`src/pongPkg.sv`:
```
package pongPkg;

	typedef logic [10:0] coordT;    // Pixel coordinate or count
	typedef logic [3:0] scoreT;

	// Bit 1 marks leftward motion and bit 0 downward motion
	typedef enum logic [1:0] {
		upRight   = 2'b00,
		downRight = 2'b01,
		upLeft    = 2'b10,
		downLeft  = 2'b11
	} directionT;

	typedef enum logic [1:0] {
		idle    = 2'b00,
		playing = 2'b01,
		over    = 2'b10
	} gameStateT;

	localparam coordT HTotal = 11'd800;
	localparam coordT VTotal = 11'd525;
	localparam coordT HSyncStart = 11'd656;
	localparam coordT HSyncEnd = 11'd752;    // First column after the pulse
	localparam coordT VSyncStart = 11'd490;
	localparam coordT VSyncEnd = 11'd492;

	localparam coordT TopWall = 11'd5;
	localparam coordT BottomWall = 11'd475;
	localparam coordT ScreenWidth = 11'd640;

	localparam coordT Paddle1Left = 11'd5;
	localparam coordT Paddle1Right = 11'd35;
	localparam coordT Paddle2Left = 11'd605;
	localparam coordT Paddle2Right = 11'd635;

	localparam coordT ServeX = 11'd320;
	localparam coordT ServeY = 11'd240;

endpackage

```
`src/courtIf.sv`:
```
`timescale 1ns/1ps

interface courtIf;
	import pongPkg::*;

	coordT ballX;    // Top-left corner of the ball
	coordT ballY;
	coordT paddle1Top;
	coordT paddle2Top;

	modport motion
	(
		output ballX,
		output ballY,
		input  paddle1Top,
		input  paddle2Top
	);

	modport render
	(
		input ballX,
		input ballY,
		input paddle1Top,
		input paddle2Top
	);

endinterface

```
`src/ballMotion.sv`:
```
`timescale 1ns/1ps

module ballMotion
#(
	parameter int BallSize = 30,
	parameter int PaddleHeight = 60
)
(
	input  logic clock,
	input  logic arstN,
	input  logic ballStep,
	input  logic playing,
	input  logic newGame,
	input  pongPkg::directionT serveDir,
	courtIf.motion court,
	output logic pointP1,
	output logic pointP2
);
	import pongPkg::*;

	localparam coordT BallSpan = coordT'(BallSize - 1);
	localparam coordT PaddleSpan = coordT'(PaddleHeight - 1);

	coordT ballX;
	coordT ballY;
	coordT ballRight;
	coordT ballBottom;
	directionT dir;
	directionT nextDir;
	logic servePending;
	logic movingLeft;
	logic movingDown;
	logic missLeft;
	logic missRight;
	logic hitWall;
	logic hitPaddle1;
	logic hitPaddle2;

	// Ball rows against the rows of one paddle
	function automatic logic rowsOverlap(input coordT paddleTop, input coordT ballTop);
		return (ballTop <= paddleTop + PaddleSpan) && (ballTop + BallSpan >= paddleTop);
	endfunction

	assign ballRight = ballX + BallSpan;
	assign ballBottom = ballY + BallSpan;
	assign movingLeft = dir[1];
	assign movingDown = dir[0];

	assign missLeft = movingLeft && (ballX == '0);
	assign missRight = !movingLeft && (ballRight == ScreenWidth - 1'b1);

	assign hitWall = movingDown ? (ballBottom == BottomWall - 1'b1) : (ballY == TopWall);

	assign hitPaddle1 = movingLeft && (ballX == Paddle1Right + 1'b1)
		&& rowsOverlap(court.paddle1Top, ballY);
	assign hitPaddle2 = !movingLeft && (ballRight == Paddle2Left - 1'b1)
		&& rowsOverlap(court.paddle2Top, ballY);

	// A bounce mirrors only the axis that was hit
	assign nextDir = directionT'({movingLeft ^ (hitPaddle1 | hitPaddle2), movingDown ^ hitWall});

	assign court.ballX = ballX;
	assign court.ballY = ballY;

	always_ff @(posedge clock or negedge arstN)
	begin
		if (!arstN)
		begin
			ballX <= ServeX;
			ballY <= ServeY;
			dir <= upRight;
			servePending <= 1'b1;
			pointP1 <= 1'b0;
			pointP2 <= 1'b0;
		end
		else
		begin
			pointP1 <= 1'b0;
			pointP2 <= 1'b0;
			if (newGame)
			begin
				servePending <= 1'b1;
			end
			else if (ballStep && playing)
			begin
				if (servePending)
				begin
					ballX <= ServeX;
					ballY <= ServeY;
					dir <= serveDir;
					servePending <= 1'b0;
				end
				else if (missLeft)
				begin
					pointP2 <= 1'b1;    // Left edge reached
					servePending <= 1'b1;
				end
				else if (missRight)
				begin
					pointP1 <= 1'b1;
					servePending <= 1'b1;
				end
				else
				begin
					dir <= nextDir;
					ballX <= nextDir[1] ? ballX - 1'b1 : ballX + 1'b1;
					ballY <= nextDir[0] ? ballY + 1'b1 : ballY - 1'b1;
				end
			end
		end
	end

endmodule

```
`src/pixelRenderer.sv`:
```
`timescale 1ns/1ps

module pixelRenderer
#(
	parameter int BallSize = 30,
	parameter int PaddleHeight = 60
)
(
	input  logic clock,
	input  logic arstN,
	input  pongPkg::coordT hCount,
	input  pongPkg::coordT vCount,
	courtIf.render court,
	output logic red,
	output logic green,
	output logic blue
);
	import pongPkg::*;

	localparam coordT BallSpan = coordT'(BallSize - 1);
	localparam coordT PaddleSpan = coordT'(PaddleHeight - 1);

	logic onPaddle1;
	logic onPaddle2;
	logic onBall;
	logic white;

	function automatic logic inRange(input coordT value, input coordT low, input coordT high);
		return (value >= low) && (value <= high);
	endfunction

	assign onPaddle1 = inRange(hCount, Paddle1Left, Paddle1Right)
		&& inRange(vCount, court.paddle1Top, court.paddle1Top + PaddleSpan);
	assign onPaddle2 = inRange(hCount, Paddle2Left, Paddle2Right)
		&& inRange(vCount, court.paddle2Top, court.paddle2Top + PaddleSpan);
	assign onBall = inRange(hCount, court.ballX, court.ballX + BallSpan)
		&& inRange(vCount, court.ballY, court.ballY + BallSpan);

	always_ff @(posedge clock or negedge arstN)
	begin
		if (!arstN)
			white <= 1'b0;
		else
			white <= onPaddle1 | onPaddle2 | onBall;    // Aligned with hsync and vsync
	end

	assign red = white;
	assign green = white;
	assign blue = white;

endmodule

```
`src/pongTop.sv`:
```
`timescale 1ns/1ps

module pongTop
#(
	parameter int BallSize = 30,
	parameter int PaddleHeight = 60,
	parameter int WinScore = 10
)
(
	input  logic clock,
	input  logic arstN,
	input  pongPkg::coordT paddle1Top,
	input  pongPkg::coordT paddle2Top,
	input  logic ballStep,
	input  logic start,
	input  pongPkg::directionT serveDir,
	output logic red,
	output logic green,
	output logic blue,
	output logic hsync,
	output logic vsync,
	output pongPkg::scoreT score1,
	output pongPkg::scoreT score2,
	output logic gameOn
);
	import pongPkg::*;

	coordT hCount;
	coordT vCount;
	logic pointP1;
	logic pointP2;
	logic playing;
	logic newGame;

	courtIf court();

	assign court.paddle1Top = paddle1Top;
	assign court.paddle2Top = paddle2Top;

	vgaTiming i_vgaTiming
	(
		.clock(clock),
		.arstN(arstN),
		.hCount(hCount),
		.vCount(vCount),
		.hsync(hsync),
		.vsync(vsync)
	);

	ballMotion #(.BallSize(BallSize), .PaddleHeight(PaddleHeight)) i_ballMotion
	(
		.clock(clock),
		.arstN(arstN),
		.ballStep(ballStep),
		.playing(playing),
		.newGame(newGame),
		.serveDir(serveDir),
		.court(court.motion),
		.pointP1(pointP1),
		.pointP2(pointP2)
	);

	scoreKeeper #(.WinScore(WinScore)) i_scoreKeeper
	(
		.clock(clock),
		.arstN(arstN),
		.start(start),
		.pointP1(pointP1),
		.pointP2(pointP2),
		.score1(score1),
		.score2(score2),
		.playing(playing),
		.newGame(newGame),
		.gameOn(gameOn)
	);

	pixelRenderer #(.BallSize(BallSize), .PaddleHeight(PaddleHeight)) i_pixelRenderer
	(
		.clock(clock),
		.arstN(arstN),
		.hCount(hCount),
		.vCount(vCount),
		.court(court.render),
		.red(red),
		.green(green),
		.blue(blue)
	);

endmodule

```
`src/scoreKeeper.sv`:
```
`timescale 1ns/1ps

module scoreKeeper
#(
	parameter int WinScore = 10
)
(
	input  logic clock,
	input  logic arstN,
	input  logic start,
	input  logic pointP1,
	input  logic pointP2,
	output pongPkg::scoreT score1,
	output pongPkg::scoreT score2,
	output logic playing,
	output logic newGame,
	output logic gameOn
);
	import pongPkg::*;

	localparam scoreT LastPoint = scoreT'(WinScore - 1);

	gameStateT state;
	logic winP1;
	logic winP2;

	assign winP1 = pointP1 && (score1 == LastPoint);
	assign winP2 = pointP2 && (score2 == LastPoint);

	always_ff @(posedge clock or negedge arstN)
	begin
		if (!arstN)
		begin
			state <= idle;
			score1 <= '0;
			score2 <= '0;
			newGame <= 1'b0;
		end
		else
		begin
			newGame <= 1'b0;
			case (state)
				pongPkg::playing:
				begin
					if (pointP1)
						score1 <= score1 + 1'b1;
					if (pointP2)
						score2 <= score2 + 1'b1;
					if (winP1 || winP2)
						state <= over;    // Ball freezes from here
				end
				default:    // Idle or over, waiting for start
				begin
					if (start)
					begin
						score1 <= '0;
						score2 <= '0;
						newGame <= 1'b1;
						state <= pongPkg::playing;
					end
				end
			endcase
		end
	end

	assign playing = (state == pongPkg::playing);
	assign gameOn = playing;

endmodule

```
`src/vgaTiming.sv`:
```
`timescale 1ns/1ps

module vgaTiming
(
	input  logic clock,
	input  logic arstN,
	output pongPkg::coordT hCount,
	output pongPkg::coordT vCount,
	output logic hsync,
	output logic vsync
);
	import pongPkg::*;

	logic lineEnd;
	logic frameEnd;

	assign lineEnd = (hCount == HTotal - 1'b1);
	assign frameEnd = (vCount == VTotal - 1'b1);

	always_ff @(posedge clock or negedge arstN)
	begin
		if (!arstN)
		begin
			hCount <= '0;
			vCount <= '0;
		end
		else if (lineEnd)
		begin
			hCount <= '0;
			vCount <= frameEnd ? '0 : vCount + 1'b1;    // Line advances on wrap
		end
		else
		begin
			hCount <= hCount + 1'b1;
		end
	end

	// Active low pulses, one cycle behind the counters like the colour
	always_ff @(posedge clock or negedge arstN)
	begin
		if (!arstN)
		begin
			hsync <= 1'b1;
			vsync <= 1'b1;
		end
		else
		begin
			hsync <= !(hCount >= HSyncStart && hCount < HSyncEnd);
			vsync <= !(vCount >= VSyncStart && vCount < VSyncEnd);
		end
	end

endmodule
```
`config.mk`:
```
export PLATFORM = sky130hd
export DESIGN_NAME = pongTop
export DESIGN_NICKNAME = d
export VERILOG_FILES = /design/src/pongPkg.sv /design/src/courtIf.sv /design/src/ballMotion.sv /design/src/pixelRenderer.sv /design/src/pongTop.sv /design/src/scoreKeeper.sv /design/src/vgaTiming.sv
export SDC_FILE = /design/constraint.sdc
export NUM_CORES = 1
export LEC_CHECK = 0
export ABC_AREA = 1
export BUFFER_PORTS_ARGS = -buffer_cell sky130_fd_sc_hd__buf_2
export CAP_MARGIN = 40
export CELL_PAD_IN_SITES_DETAIL_PLACEMENT = 1
export CELL_PAD_IN_SITES_GLOBAL_PLACEMENT = 2
export CORE_MARGIN = 2
export CORE_UTILIZATION = 37
export DETAILED_ROUTE_END_ITERATION = 12
export HOLD_SLACK_MARGIN = 0.03
export PLACE_DENSITY = 0.86
export SYNTH_ARGS = -nofsm -noshare
export SYNTH_HDL_FRONTEND = slang
export SYNTH_SLANG_ARGS = --single-unit
export TNS_END_PERCENT = 20
```
`constraint.sdc`:
```
create_clock -name clock -period 4.9 [get_ports clock]
set_clock_uncertainty 0.2 [all_clocks]
set_input_delay 0.98 -clock clock [delete_from_list [all_inputs] [get_ports clock]]
set_output_delay 0.98 -clock clock [all_outputs]
set_load 0.005 [all_outputs]
```
## Word level (Yosys, flattened, before mapping)

Index checks and enable logic that the tools add are counted.

| word-level totals | value |
|---|---|
| bits in registers | 63 |
| bits in latches | 0 |
| bits in writable memories | 0 |
| bits in read-only memories | 0 |
| input bits | 28 |
| output and inout port bits | 14 |
| logic and storage cells | 138 |
| memories | 0 |

| cells by class | value |
|---|---|
| $add $sub $neg | 12 |
| multipliers | 0 |
| div/mod/pow operators | 0 |
| order comparisons | 20 |
| equality and inequality tests | 15 |
| shift operators | 0 |
| multiplexer cells | 37 |
| bitwise gates (word level) | 6 |
| reductions and logical operators | 33 |

Operators by type and width:

| kind | number |
|---|---|
| $mux W11 | 10 |
| $ge A11 B11 Y1 | 6 |
| $le A11 B11 Y1 | 6 |
| $add A11 B1 Y11 const B | 4 |
| $eq A11 B10 Y1 const B | 4 |
| $add A11 B5 Y11 const B | 2 |
| $add A11 B6 Y11 const B | 2 |
| $ge A11 B10 Y1 const B | 2 |
| $logic_and A1 B1 Y1 | 22 |
| $sub A11 B1 Y11 const B | 2 |
| $mux W4 | 5 |
| $mux W1 | 16 |
| $mux W2 | 6 |
| $eq A11 B3 Y1 const B | 1 |
| $eq A11 B6 Y1 const B | 1 |
| $eq A11 B9 Y1 const B | 1 |
| $ge A11 B3 Y1 const B | 1 |
| $ge A11 B9 Y1 const B | 1 |
| $le A11 B10 Y1 const B | 1 |
| $le A11 B6 Y1 const B | 1 |
| $logic_not A11 Y1 | 1 |
| $lt A11 B10 Y1 const B | 1 |
| $lt A11 B9 Y1 const B | 1 |
| $add A4 B1 Y4 const B | 2 |
| other kinds (12) | 24 |

## Depth between registers and ports, before layout

| logic depth | value |
|---|---|
| depth in word-level cells | 10 |
| gate-level depth with buffers | 29 |
| mapped depth without buffers | 29 |

## Cells and area by module

Synthesis repeated with hierarchy kept, for this count alone.

| unflattened totals | value |
|---|---|
| cells, all modules | 1325 |
| area, all modules | 8938.6 µm² |

By module, submodules not included:

| module | instances | cells an instance | area each (µm²) | sequential area each (µm²) |
|---|---|---|---|---|
| ballMotion | 1 | 555 | 3806.2 | 684.4 |
| pixelRenderer | 1 | 509 | 3113.0 | 25.0 |
| vgaTiming | 1 | 182 | 1383.8 | 603.1 |
| scoreKeeper | 1 | 79 | 635.6 | 275.3 |

## Worst setup path after synthesis

No wires, ideal clock.

| timing path | value |
|---|---|
| path type | in2reg |
| start point | input paddle1Top[0] |
| end point | register i_ballMotion.ballX[7], in the netlist i_ballMotion.court.ballX[7] |
| library setup time | 0.128 ns |
| arrival | 4.052 ns |
| data required time | 4.572 ns |
| path slack | 0.521 ns |
| stages on the path | 25 |
| buffers on the path | 0 |
| path through | inv_1 -> ha_1 -> or2_1 -> nand2_2 -> nand3_1 -> nor2_1 -> xor2_1 -> ha_1 -> nand2_1 -> nor2_1 -> nand3_1 -> nand3_1 -> nand2_1 -> nand2_1 -> nand2_1 -> nand2_2 -> ha_1 -> a21oi_1 -> o21ai_0 -> a21oi_1 -> nor2_1 -> o21ai_0 -> nand2_1 -> xor2_1 -> o22ai_1 |

| between the ends | value |
|---|---|
| cells in the longest elaborated chain, start to end | 10 |
| elaborated cells between the ends (all ways) | 11 |
| those cells by class | add/sub: 1; order compare: 2; mux: 4; bitwise: 2; reduce/logical: 2 |

RTL lines:

| what | line | source |
|---|---|---|
| start: declaration | pongTop.sv:12 | `input pongPkg::coordT paddle1Top,` |
| $add A11 B6 Y11 | ballMotion.sv:41 | `return (ballTop <= paddleTop + PaddleSpan) && (ballTop + BallSpan >= paddleTop);` |
| $le A11 B11 Y1 | ballMotion.sv:41 |  |
| $logic_and A1 B1 Y1 * | ballMotion.sv:41 |  |
| $logic_and A1 B1 Y1 * | ballMotion.sv:55 | `&& rowsOverlap(court.paddle1Top, ballY);` |
| $or A1 B1 Y1 * | ballMotion.sv:60 | `assign nextDir = directionT'({movingLeft ^ (hitPaddle1 \| hitPaddle2), movingDown ^ hitWall});` |
| $xor A1 B1 Y1 * | ballMotion.sv:60 |  |
| $mux W11 * | ballMotion.sv:106 | `ballX <= nextDir[1] ? ballX - 1'b1 : ballX + 1'b1;` |
| $mux W11 * | ballMotion.sv:98 | `else if (missRight)` |
| $mux W11 * | ballMotion.sv:93 | `else if (missLeft)` |
| $mux W11 * | ballMotion.sv:86 | `if (servePending)` |
| end signal: assignment | ballMotion.sv:69 | `ballX <= ServeX;` |
| end signal: assignment | ballMotion.sv:88 | `ballX <= ServeX;` |
| end signal: assignment | ballMotion.sv:106 |  |
| end: declaration | ballMotion.sv:24 | `coordT ballX;` |

Mark *: on every way between the ends. The rest lies on a longest branch, timed or not. The select of a mux whose other input is x is not followed.
A chain may end at the register's enable or synchronous reset.

## Worst setup path after layout

| timing path | value |
|---|---|
| start point | register i_ballMotion.ballY[0], in the netlist i_ballMotion.court.ballY[0] |
| end point | register i_ballMotion.ballX[10], in the netlist i_ballMotion.court.ballX[10] |

| between the ends | value |
|---|---|
| cells in the longest elaborated chain, start to end | 10 |
| elaborated cells between the ends (all ways) | 15 |
| those cells by class | add/sub: 1; order compare: 4; mux: 4; bitwise: 2; reduce/logical: 4 |

RTL lines:

| what | line | source |
|---|---|---|
| start: declaration | ballMotion.sv:25 | `coordT ballY;` |
| start signal: assignment | ballMotion.sv:70 | `ballY <= ServeY;` |
| start signal: assignment | ballMotion.sv:89 | `ballY <= ServeY;` |
| start signal: assignment | ballMotion.sv:107 | `ballY <= nextDir[0] ? ballY + 1'b1 : ballY - 1'b1;` |
| $add A11 B5 Y11 | ballMotion.sv:41 |  |
| $ge A11 B11 Y1 | ballMotion.sv:41 |  |
| $logic_and A1 B1 Y1 | ballMotion.sv:41 |  |
| $logic_and A1 B1 Y1 (on tied branches) | ballMotion.sv:55, ballMotion.sv:57 |  |
| $or A1 B1 Y1 * | ballMotion.sv:60 |  |
| $xor A1 B1 Y1 * | ballMotion.sv:60 |  |
| $mux W11 * | ballMotion.sv:106 |  |
| $mux W11 * | ballMotion.sv:98 |  |
| $mux W11 * | ballMotion.sv:93 |  |
| $mux W11 * | ballMotion.sv:86 |  |

Marks and branches as above.

==> reports/qor.txt <==
Post-synth top area cell - ha_1
Critical Path RT - 4.93 ns
Ant diodes - 0
Largest family of logic cells by synthesized area - simple AND/OR/NAND/NOR gates
Area taken by flip-flops and latches - 0.001590 mm2
Share of Yosys cell area claimed by the top area cell type - 0.2376
Place WS - -0.07755 ns
Power Density - 444.4 mW/mm2
Synth Flop Type - dfrtp_1
Synthesized area - 0.007953 mm2
Area added between synthesis and finish - 13.17%
Leakage Power - 4.689 nW
Vias in the first global route - 8249
Global route overflow - 0
Crit path arrival time - 4.63 ns
RePlAce Congestion - 0.8586
H-tree depth - 3
Vias per cell - 5.384
Post-synthesis adder-cell area fraction - 0.2426
Slowest stage delay, CP - 0.50 ns
Hold Path Class - flop to flop
Root Buffer - clkbuf_16
Final hold slack - 0.3104 ns
I/O pin total - 42
Fmax - 217.4 MHz
Simple-gate share of the synthesized area - 0.2893
Placed Area - 0.008618 mm2
Most crowded layer after global routing - met2
Mux cell area share after synthesis - 0
Mapped Nets - 1309
Post-route minimum period - 4.600 ns
Clock insertion delay at the later pin of the skew report - 0.33 ns
Die X - 150.6 um
Sinks on Clock Net - 63
Seq cells post-synth - 63
Met2 Use GR - 0.4334
EDFF count, synth - 0
Die area - 0.02268 mm2
Largest net degree at the start of global routing - 37
Start point of the critical path - i_ballMotion.court.ballY[0]$_DFFE_PN0P_
Synth Area in Compound Gates - 0.1385
Iter 0 DRT Violations - 282
Hold Violations, Final - 0
Via Count - 7957
Initial antenna violation count - 0
Worst setup margin - 0.2999 ns
Routed wire length - 26700 um
Xor/xnor cell area share of the yosys netlist - 0.04720
Design Area, Final - 0.009000 mm2
Final nets - 1379
Period utilization - 0.9388
Post-synth top cells - nand2_1, ha_1, inv_1, nor2_1, nand3_1
YS warnings - 0
Synth Instances - 1128
Slowest stage cell, crit path - dfrtp_2
Final Slew Violations - 0
Total power - 4.000 mW
Startpoint Class - flop
Final Setup Violations - 0
VDD IR max - 0.2732 mV
Number of CTS-inserted buffers - 9
Syn_area_per_cell - 7.050 um2
Crit. End Element - flop
Max Cap Violations - 0
Die H - 150.6 um
Sequential-to-total area share from yosys stat - 0.1997
Initial Util - 0.3771
Most frequent cell after synthesis - nand2_1
Reg-to-reg critical path startpoint - i_ballMotion.court.ballY[0]$_DFFE_PN0P_
Crit path buffers/inverters - 2
Multi-input logic area - 0.005781 mm2
# fillers - 2784
CTS clock-pin slew for the worst setup and hold paths - 0.06 ns
Worst Tran Pin Value - 0.6849 ns
CTS tree - done
HPWL after DPL - 21560 um
First-pass GRT wire length - 42690 um
Post-DRT Antenna Nets - 0
Post-synth ARST share - 1.000
FP Rows - 53
CP Class - flop to flop
DRT Pass-1 Iters - 4
CTS Buffer Depth - 2
Share of cells above drive strength 1 - 0.1106
CP top delay family - simple AND/OR/NAND/NOR gates
Outcome - complete, no violations
Cell mode on critical path - nand2_1
Core Area - 0.02109 mm2
Drt drc - 0
CP max FO - 7
GR Util met3 - 0.02424
Rel. slew slack - 0.5434
Top post-synthesis cells by area - ha_1, dfrtp_1, nand2_1
Min-Delay Startpoint - i_vgaTiming.vCount[0]$_DFFE_PN0N_
Critical path, cell by cell - ha_1, nor2_1, nand2_1, nand2_1, xor2_1, ha_1, a21oi_1, o21ai_0, a21oi_1, o311a_1, nor2_1, nand2_2, nand2_4, buf_4, ha_1, nand2_1, nor2_1, nand3_1, nand4_1, nand2_1, inv_1, nand3_1, nand3_1, nand2_1
IO Port Bufs - 41
Netlist cell types - 54
Met1 Resource Use GR - 0.3049
Avg WL per Cell - 18.06 um
Total GRT Usage - 0.2415
final timing paths:
path	endpoint	slack (ns)	cells after the start
worst max register to register	i_ballMotion.court.ballX[10]$_DFFE_PN0P_	0.30	24
worst min register to register	i_vgaTiming.vCount[0]$_DFFE_PN0N_	0.31	1
max in group asynchronous	i_vgaTiming.hsync$_DFF_PN1_	3.02	2
min in group asynchronous	i_ballMotion.court.ballY[8]$_DFFE_PN0P_	0.48	1
worst max-delay path	i_ballMotion.court.ballX[10]$_DFFE_PN0P_	0.30	24
worst min-delay path	i_vgaTiming.vCount[0]$_DFFE_PN0N_	0.31	1
per-layer routing:
layer  wire, um  part of all wire
met1      12160              0.46
met2      12980              0.49
met3        806             0.030
met4        744             0.028
met5          0                 0
cell type report:
type                       count  share of cell area
clock buffer                  11             0.02586
clock inverter                 5            0.006395
inverter                     157             0.06604
multi-input combinational    900              0.6423
sequential                    63              0.1767
tap                          275             0.03823
timing repair buffer          67             0.04449
layout by cell type, fill, tap and decap left out, types with 36 or more instances in the layout:
cell type and n:
inv_1 149, nor2_1 96, nand3_1 94, nand2_1 228
nand4_1 36, buf_2 41, a21oi_1 75, ha_1 150
o21ai_0 49, dfrtp_1 52
logic make-up (layout without fill, tap and decap cells):
group,Yosys count,after routing
DFF,63,63
and+or+nand+nor,518,519
xor gates and xnor gates,42,42
AOI/OAI and AO/OA,186,186
adders and majority gates,153,153
buffers and inverters,166,240
state kept, by name, summed over array words and instances (netlist names), 2 cells and up:
signal	cells
i_ballMotion.court.ballX	11
i_vgaTiming.vCount	11
i_scoreKeeper.score2	4
i_ballMotion.court.ballY	11
i_ballMotion.dir	2
i_vgaTiming.hCount	11
i_scoreKeeper.state	2
i_scoreKeeper.score1	4
power by group:
group	switching [mW]	total (mW)	internal, mW
combinational	1.62	2.58	0.960
clock	0.252	0.647	0.395
sequential	0.149	0.776	0.627
worst reg2reg max path: cells and delay by family, from the launching register on:
kind,cells,cell delay (ns)
xor gates and xnor gates,1,0.39
and+or+nand+nor,14,1.57
adders and majority gates,3,0.97
buffers and inverters,2,0.21
DFF,1,0.50
AOI/OAI and AO/OA,4,0.66
per-stage QoR:
stage | instances | utilization | setup TNS, ns
4_1_cts | 1475 | 0.4225 | 0
5_1_grt | 1478 | 0.4268 | -0.05244
3_5_place_dp | 1459 | 0.4087 | -0.09438
3_3_place_gp | 1459 | 0.4087 | 0
2_1_floorplan | 1128 | - | 0
6_report | 1478 | 0.4268 | 0
timing repair:
item                       CTS  global route
resized for setup            0            16
hold endpoints to repair     0             0
setup endpoints to repair    0             7
hold buffers                 0             0
setup buffers                0             2
No activity file was read; power rests on OpenSTA's default activity.
